**src/hw/hub_defs.svh**
```systemverilog
`ifndef HUB_DEFS_SVH
`define HUB_DEFS_SVH

// leaf decoder links on the hub, up to 8
`define HUB_NUM_LEAVES 4

// depth of every message FIFO in words
`define HUB_FIFO_DEPTH 16

// pipeline stages modelling one router hop
`define HUB_ROUTER_DELAY 3

// message word width
`define HUB_WORD_BITS 64

`endif

```
**src/hw/hub_ctrl_pkg.sv**
```systemverilog
`default_nettype none

package hub_ctrl_pkg;

    // captured by the sequencer on start_i
    typedef struct packed {
        logic fusion_on;
        logic multi_leaf_run;
        logic [15:0] rounds;
    } run_cfg_t;

    typedef enum logic [1:0] {
        IDLE,
        START,
        MEAS,
        WAIT
    } seq_state_e;

endpackage

`default_nettype wire

```
**src/hw/hub_msg_pkg.sv**
```systemverilog
`default_nettype none

`include "hub_defs.svh"

package hub_msg_pkg;

    localparam logic [7:0] BROADCAST_DEST = 8'hff;

    // bit positions inside the header flags byte
    localparam int FLAG_MULTI_LEAF = 0;
    localparam int FLAG_FUSION = 1;
    localparam int FLAG_STAGE = 0;

    typedef enum logic [7:0] {
        START_DECODING = 8'h01,
        MEASUREMENT_HEADER = 8'h02,
        RESULT = 8'h03
    } msg_type_e;

    // downlink view, sequencer to leaves
    typedef struct packed {
        logic [7:0] dest;
        msg_type_e msg_type;
        logic [`HUB_WORD_BITS-25:0] reserved;
        logic [7:0] flags;
    } hdr_view_t;

    // uplink view, leaf result report
    typedef struct packed {
        logic [7:0] dest;
        msg_type_e msg_type;
        logic [7:0] iterations;
        logic [15:0] cycles;
        logic [7:0] leaf_id;
        logic [15:0] tag;
    } res_view_t;

    typedef union packed {
        hdr_view_t hdr;
        res_view_t res;
    } msg_t;

endpackage

`default_nettype wire

```
**src/hw/decode_sequencer.sv**
```systemverilog
`timescale 1ns/10ps
`default_nettype none

`include "hub_defs.svh"

module decode_sequencer (
    input  logic clk,
    input  logic reset,

    input  logic start_i,
    input  hub_ctrl_pkg::run_cfg_t cfg_i,

    output hub_msg_pkg::msg_t cmd_data_o,
    output logic cmd_valid_o,
    input  logic cmd_ready_i,

    input  hub_msg_pkg::msg_t res_data_i,
    input  logic res_valid_i,
    output logic res_ready_o,

    output hub_msg_pkg::msg_t result_o,
    output logic result_valid_o,
    output logic busy_o,
    output logic done_o,
    output hub_ctrl_pkg::seq_state_e state_o
);

    localparam int CNT_BITS = $clog2(`HUB_NUM_LEAVES + 1);

    hub_ctrl_pkg::seq_state_e state;
    hub_ctrl_pkg::run_cfg_t cfg_q;
    logic [15:0] round_cnt;
    logic [15:0] round_next;
    logic stage;
    logic [CNT_BITS-1:0] res_cnt;
    logic [CNT_BITS-1:0] res_target;
    hub_msg_pkg::hdr_view_t hdr;
    logic res_take;
    logic last_res;

    // one merged result per round in multi-leaf mode
    assign res_target = cfg_q.multi_leaf_run ? CNT_BITS'(1) : CNT_BITS'(`HUB_NUM_LEAVES);
    assign res_ready_o = (state == hub_ctrl_pkg::WAIT);
    assign res_take = res_ready_o && res_valid_i;
    assign last_res = (res_cnt == res_target - 1'b1);
    assign round_next = round_cnt + 16'd1;

    always_comb begin
        hdr = '0;
        hdr.dest = hub_msg_pkg::BROADCAST_DEST;
        if (state == hub_ctrl_pkg::START) begin
            hdr.msg_type = hub_msg_pkg::START_DECODING;
            hdr.flags[hub_msg_pkg::FLAG_FUSION] = cfg_q.fusion_on;
            hdr.flags[hub_msg_pkg::FLAG_MULTI_LEAF] = cfg_q.multi_leaf_run;
        end else begin
            // stage 0 is bottom, 1 is top
            hdr.msg_type = hub_msg_pkg::MEASUREMENT_HEADER;
            hdr.flags[hub_msg_pkg::FLAG_STAGE] = stage;
        end
    end

    assign cmd_data_o.hdr = hdr;
    assign cmd_valid_o = (state == hub_ctrl_pkg::START) || (state == hub_ctrl_pkg::MEAS);
    assign busy_o = (state != hub_ctrl_pkg::IDLE);
    assign state_o = state;

    always_ff @(posedge clk) begin
        if (reset) begin
            state <= hub_ctrl_pkg::IDLE;
            cfg_q <= '0;
            round_cnt <= '0;
            stage <= 1'b0;
            res_cnt <= '0;
            done_o <= 1'b0;
            result_valid_o <= 1'b0;
        end else begin
            done_o <= 1'b0;
            result_valid_o <= res_take;
            case (state)
                hub_ctrl_pkg::IDLE: begin
                    if (start_i) begin
                        cfg_q <= cfg_i;
                        round_cnt <= '0;
                        if (cfg_i.rounds == '0) begin
                            done_o <= 1'b1;
                        end else begin
                            state <= hub_ctrl_pkg::START;
                        end
                    end
                end
                hub_ctrl_pkg::START: begin
                    if (cmd_ready_i) begin
                        state <= hub_ctrl_pkg::MEAS;
                        stage <= 1'b0;
                    end
                end
                hub_ctrl_pkg::MEAS: begin
                    if (cmd_ready_i) begin
                        if (cfg_q.fusion_on && !stage) begin
                            stage <= 1'b1;
                        end else begin
                            state <= hub_ctrl_pkg::WAIT;
                            res_cnt <= '0;
                        end
                    end
                end
                hub_ctrl_pkg::WAIT: begin
                    if (res_take) begin
                        if (last_res) begin
                            round_cnt <= round_next;
                            if (round_next == cfg_q.rounds) begin
                                done_o <= 1'b1;
                                state <= hub_ctrl_pkg::IDLE;
                            end else begin
                                state <= hub_ctrl_pkg::START;
                            end
                        end else begin
                            res_cnt <= res_cnt + 1'b1;
                        end
                    end
                end
                default: state <= hub_ctrl_pkg::IDLE;
            endcase
        end
    end

    always_ff @(posedge clk) begin
        if (res_take) begin
            result_o <= res_data_i;
        end
    end

endmodule

`default_nettype wire

```
**config.mk**
```make
export PLATFORM = sky130hd
export DESIGN_NAME = decode_sequencer
export DESIGN_NICKNAME = d
export VERILOG_FILES = /design/src/hw/hub_ctrl_pkg.sv /design/src/hw/hub_msg_pkg.sv /design/src/hw/decode_sequencer.sv
export VERILOG_INCLUDE_DIRS = /design/src /design/src/hw
export SDC_FILE = /design/constraint.sdc
export NUM_CORES = 1
export LEC_CHECK = 0
export BUFFER_PORTS_ARGS = -buffer_cell sky130_fd_sc_hd__buf_2
export CAP_MARGIN = 0
export CORE_MARGIN = 2
export CORE_UTILIZATION = 40
export CTS_BUF_LIST = sky130_fd_sc_hd__clkbuf_2 sky130_fd_sc_hd__clkbuf_4 sky130_fd_sc_hd__clkbuf_8
export DETAILED_ROUTE_END_ITERATION = 10
export PLACE_DENSITY_LB_ADDON = 0.08
export SYNTH_ARGS = -nofsm -noshare
export SYNTH_HDL_FRONTEND = slang
export SYNTH_SLANG_ARGS = --single-unit
export TNS_END_PERCENT = 10
```
**constraint.sdc**
```tcl
create_clock -name clk -period 3.7 [get_ports clk]
set_input_delay 0.37 -clock clk [delete_from_list [all_inputs] [get_ports clk]]
set_output_delay 0.37 -clock clk [all_outputs]
set_load 0.005 [all_outputs]
```
## After elaboration in Yosys (flattened, before gate mapping)

Index checks and enable logic that the tools add are counted.

| word-level totals | value |
|---|---|
| word-level logic and storage cells | 74 |
| flip-flop bits (word level) | 106 |
| output and inout bits | 135 |
| bits of input ports | 87 |

| operators by class | value |
|---|---|
| reductions and logical operators | 15 |
| multiplexer cells | 32 |
| $add $sub $neg | 3 |
| equality and inequality tests | 14 |

Operator list:

| operator | number |
|---|---|
| 16-bit 2-to-1 mux | 3 |
| 16-bit case mux with 2 select lines | 1 |
| 16-bit by 1-bit adder with 16-bit output (second input constant) | 1 |
| 16-bit == test | 1 |
| 16-bit logical NOT | 1 |
| 2-bit 2-to-1 mux | 8 |
| 3-bit 2-to-1 mux | 5 |
| 2-bit != test (second input constant) | 6 |
| 1-bit 2-to-1 mux | 11 |
| 2-bit case mux with 4 select lines | 1 |
| 4-bit AND reduction | 2 |
| 2-bit nonzero test | 4 |
| 7-bit AND reduction | 1 |
| 2-bit by 1-bit != test with 1-bit output (second input constant) | 3 |
| 3-bit case mux with 2 select lines | 1 |
| 5-bit AND reduction | 1 |
| 2-bit == test (second input constant) | 2 |
| 1-bit case mux with 2 select lines | 2 |
| 3-bit by 1-bit adder with 3-bit output (second input constant) | 1 |
| 3-bit == test | 1 |
| 3-bit by 1-bit subtractor with 3-bit output (second input constant) | 1 |
| 2-bit by 1-bit == test with 1-bit output (second input constant) | 1 |
| 1-bit logical AND | 2 |
| 2-bit logical NOT | 1 |
| 3 further kinds | 3 |

## Depth between registers and ports, before layout

Gate-level depths: netlist of the first run.

| logic depth | value |
|---|---|
| word-level depth | 6 |
| depth in mapped cells | 10 |
| depth with buffers taken out | 9 |

## Worst setup path before layout of the first run

No wires, ideal clock.

| path | value |
|---|---|
| path type | register to register |
| start point | register state[0] (netlist: state_o[0]) |
| end point | register round_cnt[14] |
| data arrival time | 3.373 ns |
| library setup time | 0.070 ns |
| clock period less this slack | 3.444 ns |
| path buffers | 1 |
| stages on the path, launching flop included | 8 |
| required time | 3.630 ns |
| slack | 0.256 ns |
| path through | dfxtp_1 > ha_1 > clkbuf_1 > nand2_1 > inv_1 > o211ai_2 > or4_1 > a21oi_1 |

| on the way | value |
|---|---|
| cells in the longest elaborated chain, start to end | 4 |
| elaborated cells between the ends (all ways) | 9 |
| those cells by class | 4 x eq/ne; 1 x mux; 4 x reduce/logical |

RTL lines:

| item | RTL line | text |
|---|---|---|
| start, declared | decode_sequencer.sv:30 | `hub_ctrl_pkg::seq_state_e state;` |
| start signal, assigned | decode_sequencer.sv:69 | `state <= hub_ctrl_pkg::IDLE;` |
| start signal, assigned | decode_sequencer.sv:87 | `state <= hub_ctrl_pkg::START;` |
| start signal, assigned | decode_sequencer.sv:93 | `state <= hub_ctrl_pkg::MEAS;` |
| 2-bit == test | decode_sequencer.sv:43 | `assign res_ready_o = (state == hub_ctrl_pkg::WAIT);` |
| net res_ready_o | decode_sequencer.sv:19 | `output logic res_ready_o,` |
| 1-bit logical AND | decode_sequencer.sv:44 | `assign res_take = res_ready_o && res_valid_i;` |
| net res_take | decode_sequencer.sv:38 | `logic res_take;` |
| 2-bit by 1-bit != test with 1-bit output (no source line) | -- |  |
| 4-bit AND reduction (no source line) | -- |  |
| end signal, assigned | decode_sequencer.sv:110 | `round_cnt <= round_next;` |
| end, declared | decode_sequencer.sv:32 | `logic [15:0] round_cnt;` |

The timed path passes the listed nets, and every way through them passes these cells.
A chain may end at the register's enable or synchronous reset.

## Final worst setup path of the first run

| path | value |
|---|---|
| start point | register state[0] (netlist: state_o[0]) |
| end point | register round_cnt[5] |

| on the way | value |
|---|---|
| cells in the longest elaborated chain, start to end | 4 |
| elaborated cells between the ends (all ways) | 9 |
| those cells by class | 4 x eq/ne; 1 x mux; 4 x reduce/logical |

RTL lines:

| item | RTL line |
|---|---|
| 2-bit == test | decode_sequencer.sv:43, decode_sequencer.sv:79 |
| 1-bit logical AND | decode_sequencer.sv:44 |
| 2-bit by 1-bit != test with 1-bit output (no source line) | -- |
| 4-bit AND reduction (no source line) | -- |

Parallel ways exist; a longest one is shown, timed or not.

==> results.tsv, run 1 <==
metric	value	unit
status	finished clean	
path_class	reg -> reg	
reg2reg_depth	9	
avgViaCountPerCell	4.76	
fp.dieH	115	um
setup_viol	0	
final_common_cell	buf_2	
ctsResizeCount	0	
area_delta_synth_final	17.7	%
avgSynthCellArea	11.0	sq um
fin_cells	753	
period_minus_slack	2.74	ns
cp_max_fo	19	
postCtsHoldBufs	0	
row_count	40	
worst-path-buf-inv	2	
firstDrtPassIters	4	
setup_tns	0	ns
synth_ff_type	edfxtp_1	
pwr_density_cell	459	nW/um^2
clock-sinks	106	
r2r-end	round_cnt[5]	
wl_per_cell	15.1	um
path_cells	inv_1, ha_1, inv_2, nor2_1, a21oi_1, a21o_1, a21o_1, a21oi_1, nor2_1	
finalHoldViolations	0	
nNetsFinal	693	
max_freq	365	MHz
worstMarginPinSlew	1.17	ns
cts_buffer_depth	2	
synth-seq-cells	106	
min_path_type	in -> reg	
slowest_delay	0.88	ns
min_delay_path_depth	1	
drv_slew	0	
wl	11.4	mm
endpoint_kind	register	
relSlewSlack	0.216	
yosysUniqueCellTypes	60	
layout-drive-gt1-share	0.327	
fin_crit_sh	0.741	
root_buffer	clkbuf_8	
crit_slowest_cell	nor2_1	
die_width	115	um
min_to	result_o[51]	
ir_worst_vdd	0.191	mV
grt_use_total	0.165	
grt_max_degree	65	
final_cell_mix	161 x buf_2, 64 x edfxtp_1, 60 x conb_1	
initial_core_util	0.408	
floorplan.die_area	13200	sq um
post-route-drc-count	0	
async_reset_ff_frac	0	
cap_violations	0	
dr.first_iter.drc_count	292	
leakagePower	2.40	nW
total_power	2.65	mW
ys_warn_count	0	
final_util	0.480	
worst_ep_required_time	3.93	ns
antenna_left	0	
synth_cells	446	
crit_arrival	2.98	ns
cp_top_family	simple AND/OR/NAND/NOR gates	
hold_path.startpoint	res_data_i[51]	
grt_remaining_overflow	0	
regToRegSetupSlack	0.96	ns
hpwlAfterDp	8.39	mm
r2r-start	state_o[0]	
rsz0062_at_grt	no	
htree_levels	3	
cts_buffers	9	
crit_path_start_kind	register	
ys_seq_area_frac	0.564	
fillers	1175	
gp_congestion	0.794	
via_count	3584	
grt_pass1_vias	3103	
path_clk_slew	0.12	ns
dpl.cell_count	736	
clock_latency	0.38	ns
clock_skew	0.0155	ns
io_pins	222	
grt_pass1_wl	16.6	mm
synth_edf_count	64	
core_area	12000	sq um
cts_tree	yes	
netlist_area	4900	sq um
numPortBuffers	161	
antenna_found_initial	1	
post_cts_buffers	0	
==> layout make-up <==
class / instances / area [sq um] / area share
Sequential cell: 106 / 2760 / 0.479
Multi-Input combinational cell: 309 / 1770 / 0.307
Timing Repair Buffer: 163 / 821 / 0.142
Tap cell: 147 / 184 / 0.0319
Clock buffer: 9 / 124 / 0.0215
Clock inverter: 7 / 65.1 / 0.0113
Inverter: 11 / 41.3 / 0.00716
Antenna cell: 1 / 2.50 / 0.000434
==> synth_stat cells, types with 3 or more instances <==
cell	instances	area (sq um)
edfxtp_1	64	1920
buf_4	63	473
nand2_1	51	191
a21oi_1	42	210
dfxtp_1	42	841
nor2_1	34	128
xnor2_1	15	131
inv_1	10	37.5
clkbuf_1	9	33.8
o21ai_1	8	40.0
nand3_1	7	35.0
a211oi_1	6	45.0
ha_1	6	75.1
nand3b_1	6	45.0
nor3_1	6	30.0
a21o_1	5	37.5
nand4_1	5	31.3
xor2_1	5	43.8
nor4_1	4	25.0
o21ai_0	4	20.0
a22oi_1	3	22.5
and3_1	3	18.8
buf_2	3	15.0
mux2i_1	3	30.0
o211ai_1	3	22.5
==> kinds of logic (layout without fill, tap and decap cells) <==
family	after synthesis	count (layout)	share of synthesized area
XOR/XNOR	20	20	0.0357
multiplexers	5	5	0.0107
AO/OA/AOI/OAI	83	83	0.108
adder cells (fa/ha/maj)	6	6	0.0153
flip-flops	106	106	0.564
buffers and inverters	89	190	0.120
AND/OR/NAND/NOR	135	135	0.144
other	2	61	0.00153
==> metal layers <==
metal  wire [um]  global-route usage
met5           0                   0
met4         153              0.0570
met3         951              0.0498
met2        5260               0.266
met1        5010               0.212
==> power by group <==
part           switching (mW)  internal, mW
sequential             0.0542          1.34
combinational           0.333         0.225
clock                   0.436         0.262
==> stage by stage <==
stage / hold WS, ns / worst slack (ns) / instance area [sq um]
after global placement: 0.459 / 1.08 / 5580
final: 0.148 / 0.957 / 5770
after CTS: 0.127 / 0.948 / 5770
after global routing: 0.121 / 0.637 / 5770
after detailed placement: 0.463 / 0.994 / 5580
after floorplan: 0.448 / 0.256 / 5120
==> sequential cells by signal (all words and copies together) (netlist names) <==
name            count
res_cnt             3
done_o              1
cfg_q              18
state_o             2
result_valid_o      1
result_o           64
stage               1
round_cnt          16
==> how the worst max path moves through the flow <==
| stage | endpoint | from | slack (ns) | cells past startpoint |
|---|---|---|---|---|
| floorplan | round_cnt[14] | state_o[0] | 0.26 | 7 |
| global placement | round_cnt[5] | state_o[0] | 1.08 | 9 |
| detailed placement | round_cnt[5] | state_o[0] | 0.99 | 9 |
| CTS | round_cnt[5] | state_o[0] | 0.95 | 9 |
| global route | round_cnt[5] | state_o[0] | 0.64 | 9 |
| finish | round_cnt[5] | state_o[0] | 0.96 | 9 |
Power figures use the tool's default switching activity.
==> run 2, diff against run 1 <==
clock period = 2.4 ns   (was 3.7 ns; I/O delays follow)
==> run 2 against run 1 <==
- wire length fell by 1.6%
- non-clock buffer count up 9
- clock skew fell by 0.0057 ns
- sequential share of layout area is 0.99 points lower
- final cell count rose by 1.1%
- combinational power up 65%
- total power rose by 59%
- critical endpoint is now done_o
- maximum frequency up 22%
==> results.tsv, run 2 (synthesized netlist as in run 1, its figures left out) <==
metric	value	unit
seq_power_share	0.513	
clock-sinks	106	
numPortBuffers	161	
ir_worst_vdd	0.494	mV
dr.first_iter.drc_count	274	
cp_max_fo	9	
final_common_cell	buf_2	
fin_crit_sh	0.937	
grt_use_total	0.161	
cts_tree	yes	
postPlaceCellArea	5700	sq um
ctsResizeCount	0	
top_regs	result_o (64), cfg_q (18), round_cnt (16)	
area_delta_synth_final	20.3	%
core_area	12000	sq um
final_area	5900	sq um
drv_slew	0	
power_switching	1.25	mW
firstDrtPassIters	5	
layout-drive-gt1-share	0.347	
cts_buffer_depth	2	
io_pins	222	
hpwlAfterDp	8.33	mm
nNetsFinal	702	
crit_arrival	2.54	ns
grt_remaining_overflow	0	
rsz0062_at_grt	no	
finalHoldViolations	0	
root_buffer	clkbuf_8	
postCtsHoldBufs	0	
post-route-drc-count	0	
floorplan.die_area	13200	sq um
sw_frac_of_total	0.298	
avgViaCountPerCell	4.75	
path_clk_slew	0.10	ns
wl	11.2	mm
grt_max_degree	65	
power_frac_clock	0.269	
gp_congestion	0.812	
status	finished clean	
worst_ep_required_time	2.69	ns
total_power	4.21	mW
cap_violations	0	
pwr_density_cell	714	nW/um^2
final_util	0.491	
initial_core_util	0.408	
antenna_left	0	
setup_viol	0	
post_cts_buffers	0	
clock_skew	0.00973	ns
internal_power	2.96	mW
crit_path_start_kind	register	
largest_reg_flops	64	
via_count	3615	
antenna_found_initial	1	
p_comb_frac	0.218	
clock_latency	0.38	ns
grt_pass1_vias	3200	
max_freq	445	MHz
path_class	reg -> reg	
num_antenna_cells	0	
final_cell_mix	161 x buf_2, 64 x edfxtp_1, 60 x conb_1	
die_width	115	um
period_minus_slack	2.25	ns
cts_buffers	9	
htree_levels	3	
setup_tns	0	ns
row_count	40	
setup_ws	0.152	ns
fp.dieH	115	um
dpl.cell_count	745	
largest_register	result_o	
min_path_type	in -> reg	
wl_per_cell	14.7	um
endpoint_kind	register	
hold-worst-slack	0.0294	ns
leakagePower	2.44	nW
preCtsSetupSlack	0.203	ns
fin_cells	761	
grt_pass1_wl	16.3	mm
## run 2: power by group through the flow
| stage | Combinational [mW] | Sequential, mW | Clock, mW |
|---|---|---|---|
| 6_report | 0.919 | 2.16 | 1.13 |
| 3_3_place_gp | 0.917 | 2.20 | 0 |
| 5_1_grt | 1.04 | 2.18 | 1.24 |
| 3_5_place_dp | 0.929 | 2.20 | 0 |
| 2_1_floorplan | 0.644 | 2.19 | 0 |
| 4_1_cts | 0.935 | 2.16 | 1.17 |
## run 2: worst max-delay path, cell delays in order, from the launching register on
cell,delay [ns]
dfxtp_1,0.54
nand3_4,0.21
nor3_2,0.35
mux2i_1,0.23
a211oi_1,0.11
a2111oi_2,0.25
nand4_1,0.23
o41ai_2,0.24
## run 2: cell type report
class	count	area [sq um]
clock inverters	6	63.8
repair buffers	172	901
well taps	147	184
multi-input cells	309	1800
fillers	1151	6110
clock buffers	10	138
flip-flops and latches	106	2770
inverters	11	45.0
## run 2: routing by layer
metal / GRT usage / wire [um]
met5: 0 / 19
met4: 0.0691 / 175
met3: 0.0381 / 920
met2: 0.253 / 5060
met1: 0.215 / 5020
## run 2: final timing paths
kind             startpoint      endpoint  slack [ns]  depth (start not counted)
min          res_data_i[44]  result_o[44]        0.03                          1
max reg2reg    round_cnt[2]        done_o        0.15                          7
max            round_cnt[2]        done_o        0.15                          7
min reg2reg        cfg_q[5]      cfg_q[5]        0.47                          2
==> run 3, diff against run 2 <==
GPL_TIMING_DRIVEN = 0   (was not set)
==> run 3 against run 2 <==
- sequential share of layout area is 3.7 points lower
- largest power group unchanged
- clock power down 5%
- setup slack got worse by 0.041 ns
- critical path type unchanged
- flip-flop and latch count unchanged
==> results.tsv, run 3 (synthesized netlist as in run 1, its figures left out) <==
metric	value	unit
cts_tree	yes	
postPlaceCellArea	6160	sq um
fin_cells	831	
total_power	4.21	mW
area_delta_synth_final	30.7	%
clock_skew	0.00839	ns
via_count	3807	
critical_path.startpoint	round_cnt[0]	
largest_register	result_o	
root_buffer	clkbuf_8	
io_pins	222	
crit_path_start_kind	register	
numPortBuffers	160	
cts_buffer_depth	2	
hold-worst-slack	0.0304	ns
reg2reg_depth	8	
top_regs	result_o (64), cfg_q (18), round_cnt (16)	
cap_violations	0	
dpl.cell_count	811	
final_cell_mix	163 x buf_2, 66 x buf_4, 64 x edfxtp_1	
rsz0062_at_grt	yes	
finalHoldViolations	0	
core_area	12000	sq um
setup_ws	0.111	ns
fin_crit_sh	0.954	
initial_core_util	0.408	
clock-sinks	106	
ir_worst_vdd	0.408	mV
wl	11.8	mm
final_area	6400	sq um
drv_slew	0	
final_common_cell	buf_2	
path_class	reg -> reg	
largest_reg_flops	64	
r2r-start	round_cnt[0]	
cts_buffers	9	
firstDrtPassIters	4	
fp.dieH	115	um
preCtsSetupSlack	-0.742	ns
layout-drive-gt1-share	0.409	
num_antenna_cells	0	
htree_levels	3	
clock_latency	0.37	ns
post-route-drc-count	0	
dr.first_iter.drc_count	231	
hpwlAfterDp	8.82	mm
max_freq	437	MHz
grt_remaining_overflow	0	
endpoint_kind	register	
pwr_density_cell	657	nW/um^2
grt_pass1_wl	17.5	mm
gp_congestion	0.861	
worst_ep_required_time	2.68	ns
crit_arrival	2.57	ns
wl_per_cell	14.2	um
status	finished clean	
grt_max_degree	34	
die_width	115	um
antenna_found_initial	0	
setup_tns	0	ns
path_clk_slew	0.11	ns
row_count	40	
floorplan.die_area	13200	sq um
nNetsFinal	772	
avgViaCountPerCell	4.58	
r2r-end	done_o	
period_minus_slack	2.29	ns
grt_use_total	0.172	
final_util	0.533	
antenna_left	0	
cp-endpoint	done_o	
setup_viol	0	
grt_pass1_vias	3488	
postCtsHoldBufs	0	
relSlewSlack	0.530	
leakagePower	2.78	nW
min_path_type	in -> reg	
worstMarginPinSlew	0.701	ns
hold_path.startpoint	res_data_i[11]	
regToRegSetupSlack	0.11	ns
cp_max_fo	7	
[run 3: changes by cell type in the layout (fill, tap and decap cells not counted), sizes merged]
cell    change
clkinv      +1
buf        +59
bufinv      -1
inv         +2
clkbuf      +9
[run 3: layout make-up]
cell class | instances | area (sq um)
multi-input combinational | 309 | 1820
tap | 147 | 184
timing repair inverter | 2 | 12.5
clock buffer | 10 | 131
timing repair buffer | 163 | 823
fill | 1118 | 5610
inverter | 11 | 45.0
sequential | 106 | 2770
buffer | 77 | 566
clock inverter | 6 | 57.6
[run 3: report_power, final]
part	total [mW]	internal (mW)	leakage, nW	switching, mW
registers	2.16	2.07	0.920	0.0911
logic	0.983	0.427	1.76	0.556
clock network	1.07	0.414	0.0983	0.654
total	4.21	2.91	2.78	1.30
[run 3: how the worst min path moves through the flow]
| stage | end | cells past startpoint | slack (ns) |
|---|---|---|---|
| 2_1_floorplan | result_o[0] | 0 | 0.34 |
| 3_3_place_gp | result_o[59] | 1 | 0.42 |
| 3_5_place_dp | result_o[14] | 1 | 0.42 |
| 4_1_cts | result_o[11] | 1 | 0.01 |
| 5_1_grt | result_o[47] | 1 | 0.004 |
| 6_report | result_o[11] | 1 | 0.03 |
[run 3: timing repair]
action,CTS,global route
cloned,2,0
resized for setup,4,5
pin swaps,1,2
buffers inserted,1,2
endpoints found under the setup margin,82,15
[run 3: layer usage]
metal  global-route usage  vias to the layer above  wire, um
li1                     -                     1920         -
met1                0.215                     1733      5120
met2                0.297                      144      5710
met3               0.0466                       10       858
met4               0.0410                        0       149
met5                    0                        -         0
[run 3: critical path, stage by stage (launching register included)]
cell       delay (ns)
dfxtp_4          0.42
ha_4             0.18
and3_1           0.15
buf_2            0.15
nand4_1          0.21
xnor2_1          0.21
a2111oi_2        0.38
nand4_1          0.24
o41ai_2          0.25
